<file path="src/verilog/adc_link_defs.svh">
`ifndef ADC_LINK_DEFS_SVH
`define ADC_LINK_DEFS_SVH

// UART bit period in clk cycles
`define ADC_LINK_CLKS_PER_BIT 32'd16

// Half period of the ADC serial clock in clk cycles
`define ADC_LINK_SCLK_HALF 32'd2

// Sample buffer entries, also the initial credit count (power of two)
`define ADC_LINK_FIFO_DEPTH 32'd4

// Host command bytes
`define ADC_LINK_CMD_ARM 8'h33
`define ADC_LINK_CMD_READ 8'h9B

`endif
</file>
<file path="src/verilog/adc_link_pkg.sv">
package adc_link_pkg;

    typedef logic [7:0] byte_t;
    typedef logic [11:0] sample_t;
    typedef logic [3:0] credit_t;

    // Received UART byte with its strobe
    typedef struct packed {
        logic  valid;
        byte_t data;
    } uart_byte_t;

    // One ADC sample moving through the buffer
    typedef struct packed {
        logic    valid;
        sample_t value;
    } sample_beat_t;

    typedef enum logic {
        SEQ_IDLE,
        SEQ_ARMED
    } seq_state_t;

    typedef enum logic [1:0] {
        SPI_IDLE,
        SPI_SHIFT,
        SPI_DONE
    } spi_state_t;

    typedef enum logic [1:0] {
        RPT_IDLE,
        RPT_ECHO,
        RPT_HIGH,
        RPT_LOW
    } rpt_state_t;

    // Shared by receiver and transmitter
    typedef enum logic [1:0] {
        UART_IDLE,
        UART_START,
        UART_DATA,
        UART_STOP
    } uart_state_t;

endpackage

</file>
<file path="src/verilog/adc_link_top.sv">
`timescale 1ns/10ps

module adc_link_top (
    input  logic clk,
    input  logic rst_n,
    input  logic rx,
    input  logic sdo,
    output logic tx,
    output logic cs,
    output logic sclk
);

    adc_link_pkg::uart_byte_t   rx_byte;
    adc_link_pkg::sample_beat_t push;
    adc_link_pkg::sample_beat_t head;
    logic                       echo_req;
    logic                       conv_req;
    logic                       pop;
    logic                       credit_ret;

    uart_rx uart_rx_inst (
        .clk     (clk),
        .rst_n   (rst_n),
        .rx      (rx),
        .rx_byte (rx_byte)
    );

    cmd_sequencer cmd_sequencer_inst (
        .clk      (clk),
        .rst_n    (rst_n),
        .rx_byte  (rx_byte),
        .echo_req (echo_req),
        .conv_req (conv_req)
    );

    // Producer, gated by credits from the buffer
    adc_spi_reader adc_spi_reader_inst (
        .clk        (clk),
        .rst_n      (rst_n),
        .conv_req   (conv_req),
        .credit_ret (credit_ret),
        .sdo        (sdo),
        .cs         (cs),
        .sclk       (sclk),
        .push       (push)
    );

    sample_fifo sample_fifo_inst (
        .clk        (clk),
        .rst_n      (rst_n),
        .pop        (pop),
        .push       (push),
        .head       (head),
        .credit_ret (credit_ret)
    );

    sample_reporter sample_reporter_inst (
        .clk      (clk),
        .rst_n    (rst_n),
        .echo_req (echo_req),
        .head     (head),
        .pop      (pop),
        .tx       (tx)
    );

endmodule

</file>
<file path="src/verilog/sample_reporter.sv">
`timescale 1ns/10ps
`include "adc_link_defs.svh"

module sample_reporter (
    input  logic                       clk,
    input  logic                       rst_n,
    input  logic                       echo_req,
    input  adc_link_pkg::sample_beat_t head,
    output logic                       pop,
    output logic                       tx
);

    adc_link_pkg::rpt_state_t state;
    adc_link_pkg::byte_t      tx_data;
    adc_link_pkg::byte_t      low_q;
    logic                     tx_start;
    logic                     tx_busy;
    logic                     echo_pend;
    logic                     send_echo;
    logic                     send_low;

    // Echo wins, but only between complete reports
    assign send_echo = (state == adc_link_pkg::RPT_IDLE) && !tx_busy && echo_pend;
    assign pop       = (state == adc_link_pkg::RPT_IDLE) && !tx_busy && !echo_pend &&
                       head.valid;
    assign send_low  = (state == adc_link_pkg::RPT_HIGH) && !tx_busy;

    always_ff @(posedge clk or negedge rst_n) begin
        if (!rst_n) begin
            state     <= adc_link_pkg::RPT_IDLE;
            echo_pend <= 1'b0;
            tx_start  <= 1'b0;
        end else begin
            echo_pend <= echo_req || (echo_pend && !send_echo);
            tx_start  <= send_echo || pop || send_low;
            case (state)
                adc_link_pkg::RPT_IDLE: begin
                    if (send_echo) begin
                        state <= adc_link_pkg::RPT_ECHO;
                    end else if (pop) begin
                        state <= adc_link_pkg::RPT_HIGH;
                    end
                end
                adc_link_pkg::RPT_HIGH: begin
                    if (send_low) begin
                        state <= adc_link_pkg::RPT_LOW;
                    end
                end
                default: begin
                    // Echo or low byte still on the line
                    if (!tx_busy) begin
                        state <= adc_link_pkg::RPT_IDLE;
                    end
                end
            endcase
        end
    end

    always_ff @(posedge clk) begin
        if (send_echo) begin
            tx_data <= `ADC_LINK_CMD_ARM;
        end else if (pop) begin
            tx_data <= {4'h0, head.value[11:8]};
            low_q   <= head.value[7:0];
        end else if (send_low) begin
            tx_data <= low_q;
        end
    end

    uart_tx uart_tx_inst (
        .clk      (clk),
        .rst_n    (rst_n),
        .tx_start (tx_start),
        .tx_data  (tx_data),
        .tx       (tx),
        .tx_busy  (tx_busy)
    );

endmodule

</file>
<file path="src/verilog/sample_fifo.sv">
`timescale 1ns/10ps
`include "adc_link_defs.svh"

module sample_fifo (
    input  logic                       clk,
    input  logic                       rst_n,
    input  logic                       pop,
    input  adc_link_pkg::sample_beat_t push,
    output adc_link_pkg::sample_beat_t head,
    output logic                       credit_ret
);

    localparam int unsigned DEPTH = `ADC_LINK_FIFO_DEPTH;
    localparam int unsigned PTR_W = (DEPTH > 1) ? $clog2(DEPTH) : 1;

    adc_link_pkg::sample_t mem [DEPTH];
    logic [PTR_W-1:0]      wr_ptr;
    logic [PTR_W-1:0]      rd_ptr;
    logic [PTR_W:0]        count;
    logic                  do_pop;

    // Credits keep the writer from ever overrunning the buffer
    assign do_pop = pop && (count != '0);

    always_ff @(posedge clk or negedge rst_n) begin
        if (!rst_n) begin
            wr_ptr     <= '0;
            rd_ptr     <= '0;
            count      <= '0;
            credit_ret <= 1'b0;
        end else begin
            credit_ret <= do_pop;
            if (push.valid) begin
                wr_ptr <= wr_ptr + 1'b1;
            end
            if (do_pop) begin
                rd_ptr <= rd_ptr + 1'b1;
            end
            if (push.valid && !do_pop) begin
                count <= count + 1'b1;
            end else if (do_pop && !push.valid) begin
                count <= count - 1'b1;
            end
        end
    end

    always_ff @(posedge clk) begin
        if (push.valid) begin
            mem[wr_ptr] <= push.value;
        end
    end

    assign head = '{valid: (count != '0), value: mem[rd_ptr]};

endmodule

</file>
<file path="src/verilog/adc_spi_reader.sv">
`timescale 1ns/10ps
`include "adc_link_defs.svh"

module adc_spi_reader (
    input  logic                       clk,
    input  logic                       rst_n,
    input  logic                       conv_req,
    input  logic                       credit_ret,
    input  logic                       sdo,
    output logic                       cs,
    output logic                       sclk,
    output adc_link_pkg::sample_beat_t push
);

    localparam int unsigned SCLK_HALF = `ADC_LINK_SCLK_HALF;
    localparam logic [15:0] HALF_LAST = 16'(SCLK_HALF - 1);
    localparam adc_link_pkg::credit_t CREDIT_INIT = adc_link_pkg::credit_t'(`ADC_LINK_FIFO_DEPTH);

    adc_link_pkg::spi_state_t state;
    adc_link_pkg::credit_t    credits;
    logic [3:0]               pending;
    logic [15:0]              half_cnt;
    logic [4:0]               edge_cnt;
    logic [15:0]              shift_q;
    logic                     push_valid;
    logic                     start;
    logic                     toggle;
    logic                     done;

    assign start  = (state == adc_link_pkg::SPI_IDLE) && (pending != 4'd0) &&
                    (credits != '0);
    assign toggle = (state == adc_link_pkg::SPI_SHIFT) && (half_cnt == HALF_LAST);
    assign done   = (state == adc_link_pkg::SPI_DONE);

    // Pending reads saturate at 15
    always_ff @(posedge clk or negedge rst_n) begin
        if (!rst_n) begin
            pending <= '0;
        end else if (conv_req && !start && pending != 4'd15) begin
            pending <= pending + 4'd1;
        end else if (start && !conv_req) begin
            pending <= pending - 4'd1;
        end
    end

    // One credit used per push, one returned per FIFO release
    always_ff @(posedge clk or negedge rst_n) begin
        if (!rst_n) begin
            credits <= CREDIT_INIT;
        end else begin
            credits <= credits + adc_link_pkg::credit_t'(credit_ret)
                               - adc_link_pkg::credit_t'(done);
        end
    end

    always_ff @(posedge clk or negedge rst_n) begin
        if (!rst_n) begin
            state      <= adc_link_pkg::SPI_IDLE;
            cs         <= 1'b1;
            sclk       <= 1'b1;
            half_cnt   <= '0;
            edge_cnt   <= '0;
            push_valid <= 1'b0;
        end else begin
            push_valid <= 1'b0;
            case (state)
                adc_link_pkg::SPI_IDLE: begin
                    half_cnt <= '0;
                    edge_cnt <= '0;
                    if (start) begin
                        cs    <= 1'b0;
                        state <= adc_link_pkg::SPI_SHIFT;
                    end
                end
                adc_link_pkg::SPI_SHIFT: begin
                    if (toggle) begin
                        half_cnt <= '0;
                        sclk     <= ~sclk;
                        edge_cnt <= edge_cnt + 5'd1;
                        // 32 edges, the last one rising
                        if (edge_cnt == 5'd31) begin
                            state <= adc_link_pkg::SPI_DONE;
                        end
                    end else begin
                        half_cnt <= half_cnt + 16'd1;
                    end
                end
                default: begin
                    push_valid <= 1'b1;
                    cs         <= 1'b1;
                    state      <= adc_link_pkg::SPI_IDLE;
                end
            endcase
        end
    end

    // Capture sdo as sclk rises, MSB first
    always_ff @(posedge clk) begin
        if (toggle && !sclk) begin
            shift_q <= {shift_q[14:0], sdo};
        end
    end

    assign push = '{valid: push_valid, value: shift_q[11:0]};

endmodule

</file>
<file path="src/verilog/cmd_sequencer.sv">
`timescale 1ns/10ps
`include "adc_link_defs.svh"

module cmd_sequencer (
    input  logic                     clk,
    input  logic                     rst_n,
    input  adc_link_pkg::uart_byte_t rx_byte,
    output logic                     echo_req,
    output logic                     conv_req
);

    adc_link_pkg::seq_state_t state;
    logic                     is_arm;
    logic                     is_read;

    assign is_arm  = rx_byte.valid && (rx_byte.data == `ADC_LINK_CMD_ARM);
    assign is_read = rx_byte.valid && (rx_byte.data == `ADC_LINK_CMD_READ);

    always_ff @(posedge clk or negedge rst_n) begin
        if (!rst_n) begin
            state    <= adc_link_pkg::SEQ_IDLE;
            echo_req <= 1'b0;
            conv_req <= 1'b0;
        end else begin
            echo_req <= 1'b0;
            conv_req <= 1'b0;
            case (state)
                adc_link_pkg::SEQ_IDLE: begin
                    // Everything but the arm byte is dropped here
                    if (is_arm) begin
                        echo_req <= 1'b1;
                        state    <= adc_link_pkg::SEQ_ARMED;
                    end
                end
                default: begin
                    if (is_arm) begin
                        echo_req <= 1'b1;
                    end
                    if (is_read) begin
                        conv_req <= 1'b1;
                    end
                end
            endcase
        end
    end

endmodule

</file>
<file path="src/verilog/uart_tx.sv">
`timescale 1ns/10ps
`include "adc_link_defs.svh"

module uart_tx (
    input  logic                clk,
    input  logic                rst_n,
    input  logic                tx_start,
    input  adc_link_pkg::byte_t tx_data,
    output logic                tx,
    output logic                tx_busy
);

    localparam int unsigned CLKS_PER_BIT = `ADC_LINK_CLKS_PER_BIT;
    localparam logic [15:0] BIT_LAST = 16'(CLKS_PER_BIT - 1);

    adc_link_pkg::uart_state_t state;
    adc_link_pkg::byte_t       data_q;
    logic [15:0]               cnt;
    logic [2:0]                bit_idx;
    logic                      bit_end;

    assign bit_end = (cnt == BIT_LAST);

    always_ff @(posedge clk or negedge rst_n) begin
        if (!rst_n) begin
            state   <= adc_link_pkg::UART_IDLE;
            cnt     <= '0;
            bit_idx <= '0;
        end else begin
            cnt <= (state == adc_link_pkg::UART_IDLE || bit_end) ? 16'd0 : cnt + 16'd1;
            case (state)
                adc_link_pkg::UART_IDLE: begin
                    bit_idx <= '0;
                    if (tx_start) begin
                        state <= adc_link_pkg::UART_START;
                    end
                end
                adc_link_pkg::UART_START: begin
                    if (bit_end) begin
                        state <= adc_link_pkg::UART_DATA;
                    end
                end
                adc_link_pkg::UART_DATA: begin
                    if (bit_end) begin
                        bit_idx <= bit_idx + 3'd1;
                        if (bit_idx == 3'd7) begin
                            state <= adc_link_pkg::UART_STOP;
                        end
                    end
                end
                default: begin
                    if (bit_end) begin
                        state <= adc_link_pkg::UART_IDLE;
                    end
                end
            endcase
        end
    end

    always_ff @(posedge clk) begin
        if (state == adc_link_pkg::UART_IDLE && tx_start) begin
            data_q <= tx_data;
        end
    end

    // Start low, data LSB first, stop and idle high
    always_comb begin
        case (state)
            adc_link_pkg::UART_START: tx = 1'b0;
            adc_link_pkg::UART_DATA:  tx = data_q[bit_idx];
            default:                  tx = 1'b1;
        endcase
    end

    assign tx_busy = tx_start || (state != adc_link_pkg::UART_IDLE);

endmodule

</file>
<file path="src/verilog/uart_rx.sv">
`timescale 1ns/10ps
`include "adc_link_defs.svh"

module uart_rx (
    input  logic                     clk,
    input  logic                     rst_n,
    input  logic                     rx,
    output adc_link_pkg::uart_byte_t rx_byte
);

    localparam int unsigned CLKS_PER_BIT = `ADC_LINK_CLKS_PER_BIT;
    localparam logic [15:0] BIT_LAST = 16'(CLKS_PER_BIT - 1);
    localparam logic [15:0] HALF_LAST = 16'(CLKS_PER_BIT / 2 - 1);

    adc_link_pkg::uart_state_t state;
    adc_link_pkg::byte_t       shift_q;
    logic [1:0]                rx_sync;
    logic [15:0]               cnt;
    logic [2:0]                bit_idx;
    logic                      byte_valid;

    // Two-flop synchronizer, line idles high
    always_ff @(posedge clk or negedge rst_n) begin
        if (!rst_n) begin
            rx_sync <= 2'b11;
        end else begin
            rx_sync <= {rx_sync[0], rx};
        end
    end

    always_ff @(posedge clk or negedge rst_n) begin
        if (!rst_n) begin
            state      <= adc_link_pkg::UART_IDLE;
            cnt        <= '0;
            bit_idx    <= '0;
            byte_valid <= 1'b0;
        end else begin
            byte_valid <= 1'b0;
            case (state)
                adc_link_pkg::UART_IDLE: begin
                    cnt <= '0;
                    if (!rx_sync[1]) begin
                        state <= adc_link_pkg::UART_START;
                    end
                end
                adc_link_pkg::UART_START: begin
                    // Recheck the start bit at its middle, then align to mid-bit
                    if (cnt == HALF_LAST) begin
                        cnt     <= '0;
                        bit_idx <= '0;
                        state   <= rx_sync[1] ? adc_link_pkg::UART_IDLE
                                              : adc_link_pkg::UART_DATA;
                    end else begin
                        cnt <= cnt + 16'd1;
                    end
                end
                adc_link_pkg::UART_DATA: begin
                    if (cnt == BIT_LAST) begin
                        cnt     <= '0;
                        bit_idx <= bit_idx + 3'd1;
                        if (bit_idx == 3'd7) begin
                            state <= adc_link_pkg::UART_STOP;
                        end
                    end else begin
                        cnt <= cnt + 16'd1;
                    end
                end
                default: begin
                    // Low stop bit means a framing error, byte dropped
                    if (cnt == BIT_LAST) begin
                        cnt        <= '0;
                        byte_valid <= rx_sync[1];
                        state      <= adc_link_pkg::UART_IDLE;
                    end else begin
                        cnt <= cnt + 16'd1;
                    end
                end
            endcase
        end
    end

    // LSB arrives first
    always_ff @(posedge clk) begin
        if (state == adc_link_pkg::UART_DATA && cnt == BIT_LAST) begin
            shift_q <= {rx_sync[1], shift_q[7:1]};
        end
    end

    assign rx_byte = '{valid: byte_valid, data: shift_q};

endmodule

</file>
<file path="config.mk">
export PLATFORM = sky130hd
export DESIGN_NAME = adc_link_top
export DESIGN_NICKNAME = d
export VERILOG_FILES = /design/src/verilog/adc_link_pkg.sv /design/src/verilog/adc_link_top.sv /design/src/verilog/sample_reporter.sv /design/src/verilog/sample_fifo.sv /design/src/verilog/adc_spi_reader.sv /design/src/verilog/cmd_sequencer.sv /design/src/verilog/uart_tx.sv /design/src/verilog/uart_rx.sv
export VERILOG_INCLUDE_DIRS = /design/src /design/src/verilog
export SDC_FILE = /design/constraint.sdc
export NUM_CORES = 1
export LEC_CHECK = 0
export CORE_AREA = 2 2 133 135
export DETAILED_ROUTE_END_ITERATION = 6
export DIE_AREA = 0 0 135 137
export DONT_BUFFER_PORTS = 1
export GPL_TIMING_DRIVEN = 0
export PLACE_DENSITY_LB_ADDON = 0.25
export SLEW_MARGIN = 20
export SYNTH_ARGS = -nofsm -noshare
export SYNTH_HDL_FRONTEND = slang
export SYNTH_SLANG_ARGS = --single-unit
</file>
<file path="constraint.sdc">
create_clock -name clk -period 3.15 [get_ports clk]
set_input_delay 0.315 -clock clk [delete_from_list [all_inputs] [get_ports clk]]
set_output_delay 0.315 -clock clk [all_outputs]
set_load 0.02 [all_outputs]
</file>
==> flow_summary.yaml <==
setup_path:
  r2r_start: "adc_spi_reader_inst.credits[2]"
  worst_path_largest_cell_delay_ns: 0.53
  cp_top_family: "simple AND/OR/NAND/NOR gates"
  cp-start-kind: "flip-flop"
  slowest_stage: "dfstp_2"
  cp-startpoint: "adc_spi_reader_inst.credits[2]"
  worst-path-max-fanout: 7
  crit_chain: "inv_1 > ha_1 > nor3b_1 > or4_1 > clkbuf_1 > nand3_2 > ha_1 > a21o_1 > a21o_1 > or3_1 > a31o_2"
  required_ns: 3.47
  crit_type: "flip-flop to flip-flop"
  cp_num_buf_inv: 2
  critPathArrivalTime_ns: 3.37
  crit_path_end_kind: "flip-flop"
floorplanning:
  die_h_um: 137
  io_pins: 7
  die-area_um2: 18500
  die_w_um: 135
  coreArea_um2: 17100
  rows: 48
  start_util: 0.475
worst_hold_path:
  hp-start: "uart_rx_inst.rx_sync[0]"
  hold_class: "flip-flop to flip-flop"
power_and_ir_drop:
  power_leakage_uw: 0.00366
  p_sw_frac: 0.273
  p_seq_frac: 0.485
  power_uw: 5420
  power_frac_clock: 0.410
  p_sw_uw: 1480
  max-vdd-ir-drop_v: 0.000403
  power_density_nw_per_um2: 596
  p_comb_frac: 0.105
  p_int_uw: 3940
synthesis:
  synth_top_family_by_area: "simple AND/OR/NAND/NOR gates"
  synthMuxAreaShare: 0.0543
  yosysWarnings: 0
  synthSimpleGateAreaFrac: 0.136
  synth_cell_types: 52
  synth-xor-area-share: 0.0400
  synth-seq-cells: 186
  synthCells: 639
  synth_ff_type: "dfrtp_1"
  synthAdderAreaFrac: 0.0522
  netlist_area_um2: 8110
  async_flop_share: 0.505
  yosysSeqAreaShare: 0.622
  synth_edf_count: 84
  syn_avg_cell_area_um2: 12.7
  synthesis.nets: 675
  synth_compound_area_frac: 0.0735
clock_network:
  numCtsBuffers: 17
  tritoncts: "built"
  cts_sinks: 186
  cts_root_buf: "clkbuf_16"
  clkLatencyLatePin_ns: 0.43
  cts_max_level: 4
  clk_pin_slew_worst_paths_ns: 0.08
  clockBufferDepth: 2
drt:
  drtIter0Drc: 311
  final_antenna_net_count: 0
  routedWlPerCell_um: 14.9
  drtPass1Iterations: 6
  drc_errors: 0
  num_vias: 4882
  wl_mm: 13.5
  post_drt_via_cell_ratio: 5.42
sta:
  tightest_slew_ns: 0.813
  fin_worst_skew_ns: 0.0144
  layout_min_cycle_time_ns: 3.05
  max_freq_mhz: 328
  rsz0062_at_grt: "no"
  relSlewSlack: 0.458
  maxSlewViolCount: 0
  hold_violations: 0
  tns_ns: 0
  whs_ns: 0.359
  setup-violations-final: 0
  fin_crit_sh: 0.968
finish:
  num-fill-cells: 1487
  antenna_cells: 0
  area_growth_pct: 12.2
  fin_nets: 699
  layout.area.seq_um2: 5040
  drive_gt1_frac: 0.102
  multi_input_area_um2: 2890
  fin_cells: 901
global_route:
  gr-usage-all-layers: 0.160
  grt_overflow: 0
  grt_pass1_wl_mm: 23.1
  antenna_found_initial: 0
  grt_pass1_vias: 4792
  grt_max_degree: 95
status:
  outcome: "finished, final reports clean"
place:
  place.gp.congestion: 0.813
  place_hpwl_mm: 9.05
  dp.cells: 865
  io_buffers: 0
run:
  max-cap-violations: 0
==> layer usage <==
layer  up-vias  track usage  share of wire
met3        11       0.0389          0.026
li1       2378            -              -
met5         -            0              0
met4         0       0.0556         0.0087
met2        57        0.253           0.49
met1      2436        0.217           0.48
==> final cells by class <==
cell class / instances / area share
sequential: 186 / 0.554
multi-input combinational: 405 / 0.318
buffer: 19 / 0.00798
timing repair buffer: 5 / 0.00715
clock inverter: 15 / 0.0231
tap: 225 / 0.0309
clock buffer: 17 / 0.0468
inverter: 29 / 0.0120
==> power by group through the flow <==
stage | combinational [µW] | sequential (µW) | clock [µW]
floorplan | 434 | 2670 | 0
global placement | 520 | 2670 | 0
detailed placement | 546 | 2680 | 0
CTS | 579 | 2630 | 2280
global route | 667 | 2640 | 2380
finish | 570 | 2630 | 2220
==> worst reg2reg max path: stages, from the launching register on <==
cell and delay, ns:
dfstp_2 0.53, inv_1 0.05, ha_1 0.18, nor3b_1 0.14, or4_1 0.47, clkbuf_1 0.22, nand3_2 0.17, ha_1 0.24
a21o_1 0.18, a21o_1 0.20, or3_1 0.33, a31o_2 0.24
==> flip-flops by register name, indices dropped and copies added (netlist names), 2 cells and up <==
name	count
uart_rx_inst.cnt	16
uart_rx_inst.bit_idx	3
adc_spi_reader_inst.credits	4
adc_spi_reader_inst.shift_q	12
sample_reporter_inst.uart_tx_inst.cnt	16
sample_reporter_inst.low_q	8
uart_rx_inst.rx_sync	2
sample_fifo_inst.count	3
uart_rx_inst.shift_q	8
adc_spi_reader_inst.pending	4
sample_fifo_inst.mem	48
sample_fifo_inst.rd_ptr	2
adc_spi_reader_inst.half_cnt	16
sample_reporter_inst.tx_data	8
sample_reporter_inst.state	2
sample_reporter_inst.uart_tx_inst.data_q	8
adc_spi_reader_inst.state	2
sample_reporter_inst.uart_tx_inst.bit_idx	3
sample_reporter_inst.uart_tx_inst.state	2
sample_fifo_inst.wr_ptr	2
adc_spi_reader_inst.edge_cnt	5
uart_rx_inst.state	2
==> cell usage after synthesis, types with 3 or more instances <==
| library cell | number | area (µm²) |
|---|---|---|
| nand3_1 | 29 | 145 |
| ha_1 | 29 | 363 |
| nor2b_1 | 3 | 18.8 |
| a22o_1 | 7 | 61.3 |
| xnor2_1 | 18 | 158 |
| dfxtp_1 | 8 | 160 |
| inv_1 | 29 | 109 |
| nand2_1 | 49 | 184 |
| mux2_2 | 4 | 45.0 |
| a21oi_1 | 19 | 95.1 |
| fa_1 | 3 | 60.1 |
| mux2i_1 | 8 | 80.1 |
| dfrtp_1 | 89 | 2230 |
| xor2_1 | 19 | 166 |
| or4_1 | 4 | 30.0 |
| dfstp_2 | 5 | 131 |
| nor3_1 | 9 | 45.0 |
| a21o_1 | 5 | 37.5 |
| mux4_2 | 14 | 315 |
| and3_1 | 11 | 68.8 |
| and2_1 | 7 | 43.8 |
| and4_1 | 3 | 26.3 |
| nand2b_1 | 4 | 25.0 |
| or3_1 | 6 | 37.5 |
| o21ai_0 | 41 | 205 |
| edfxtp_1 | 84 | 2520 |
| nor4_1 | 8 | 50.1 |
| nand4_1 | 14 | 87.6 |
| clkbuf_1 | 16 | 60.1 |
| a31oi_1 | 10 | 62.6 |
| o221ai_1 | 3 | 26.3 |
| nor2_1 | 53 | 199 |
==> what timing repair did <==
action / CTS / global route
endpoints found under the setup margin: 0 / 1
hold endpoints to repair: 96 / 0
gates resized for setup: 0 / 1
setup buffers: 0 / 0
hold buffers: 4 / 0
==> path summary, 6_finish.rpt <==
path                                                                endpoint  slack [ns]  cells past startpoint
worst max-delay path                          adc_spi_reader_inst.pending[3]        0.10                     11
worst min-delay path                                 uart_rx_inst.rx_sync[1]        0.36                      0
worst max register to register                adc_spi_reader_inst.pending[3]        0.10                     11
worst min register to register                       uart_rx_inst.rx_sync[1]        0.36                      0
max in group asynchronous                           adc_spi_reader_inst.sclk        2.27                      2
min in group asynchronous       sample_reporter_inst.uart_tx_inst.bit_idx[1]        0.43                      2
==> metrics by stage <==
stage	utilization	worst slack (ns)	instance area, µm²
final	0.533	0.102	9100
after global routing	0.533	0.0167	9100
after CTS	0.533	0.0448	9090
after detailed placement	0.493	0.0676	8400
after global placement	0.492	-0.321	8390
after floorplan	-	0.286	8110
==> cell usage in the layout, fill, tap and decap left out, types with 4 or more instances in the layout <==
cell type  instances
a21o_1             5
a21oi_1           19
a22o_1             7
a31oi_1           10
and2_1             7
and3_1            11
clkbuf_1          16
clkbuf_16         17
clkinv_8           5
dfrtp_1           89
dfstp_2            5
dfxtp_1            8
edfxtp_1          84
ha_1              29
inv_1             29
inv_8              5
mux2_2             4
mux2i_1            8
mux4_2            14
nand2_1           49
nand2b_1           4
nand3_1           28
nand4_1           14
nor2_1            53
nor3_1             8
nor4_1             8
o21ai_0           41
or3_1              6
or4_1              4
xnor2_1           18
xor2_1            19
==> cells by family after synthesis <==
family / Yosys count
mux: 26
xor+xnor: 37
buf+inv: 48
fa+ha+maj: 32
compound gates: 96
flops: 186
simple gates: 214
No activity file was read; power rests on OpenSTA's default activity.
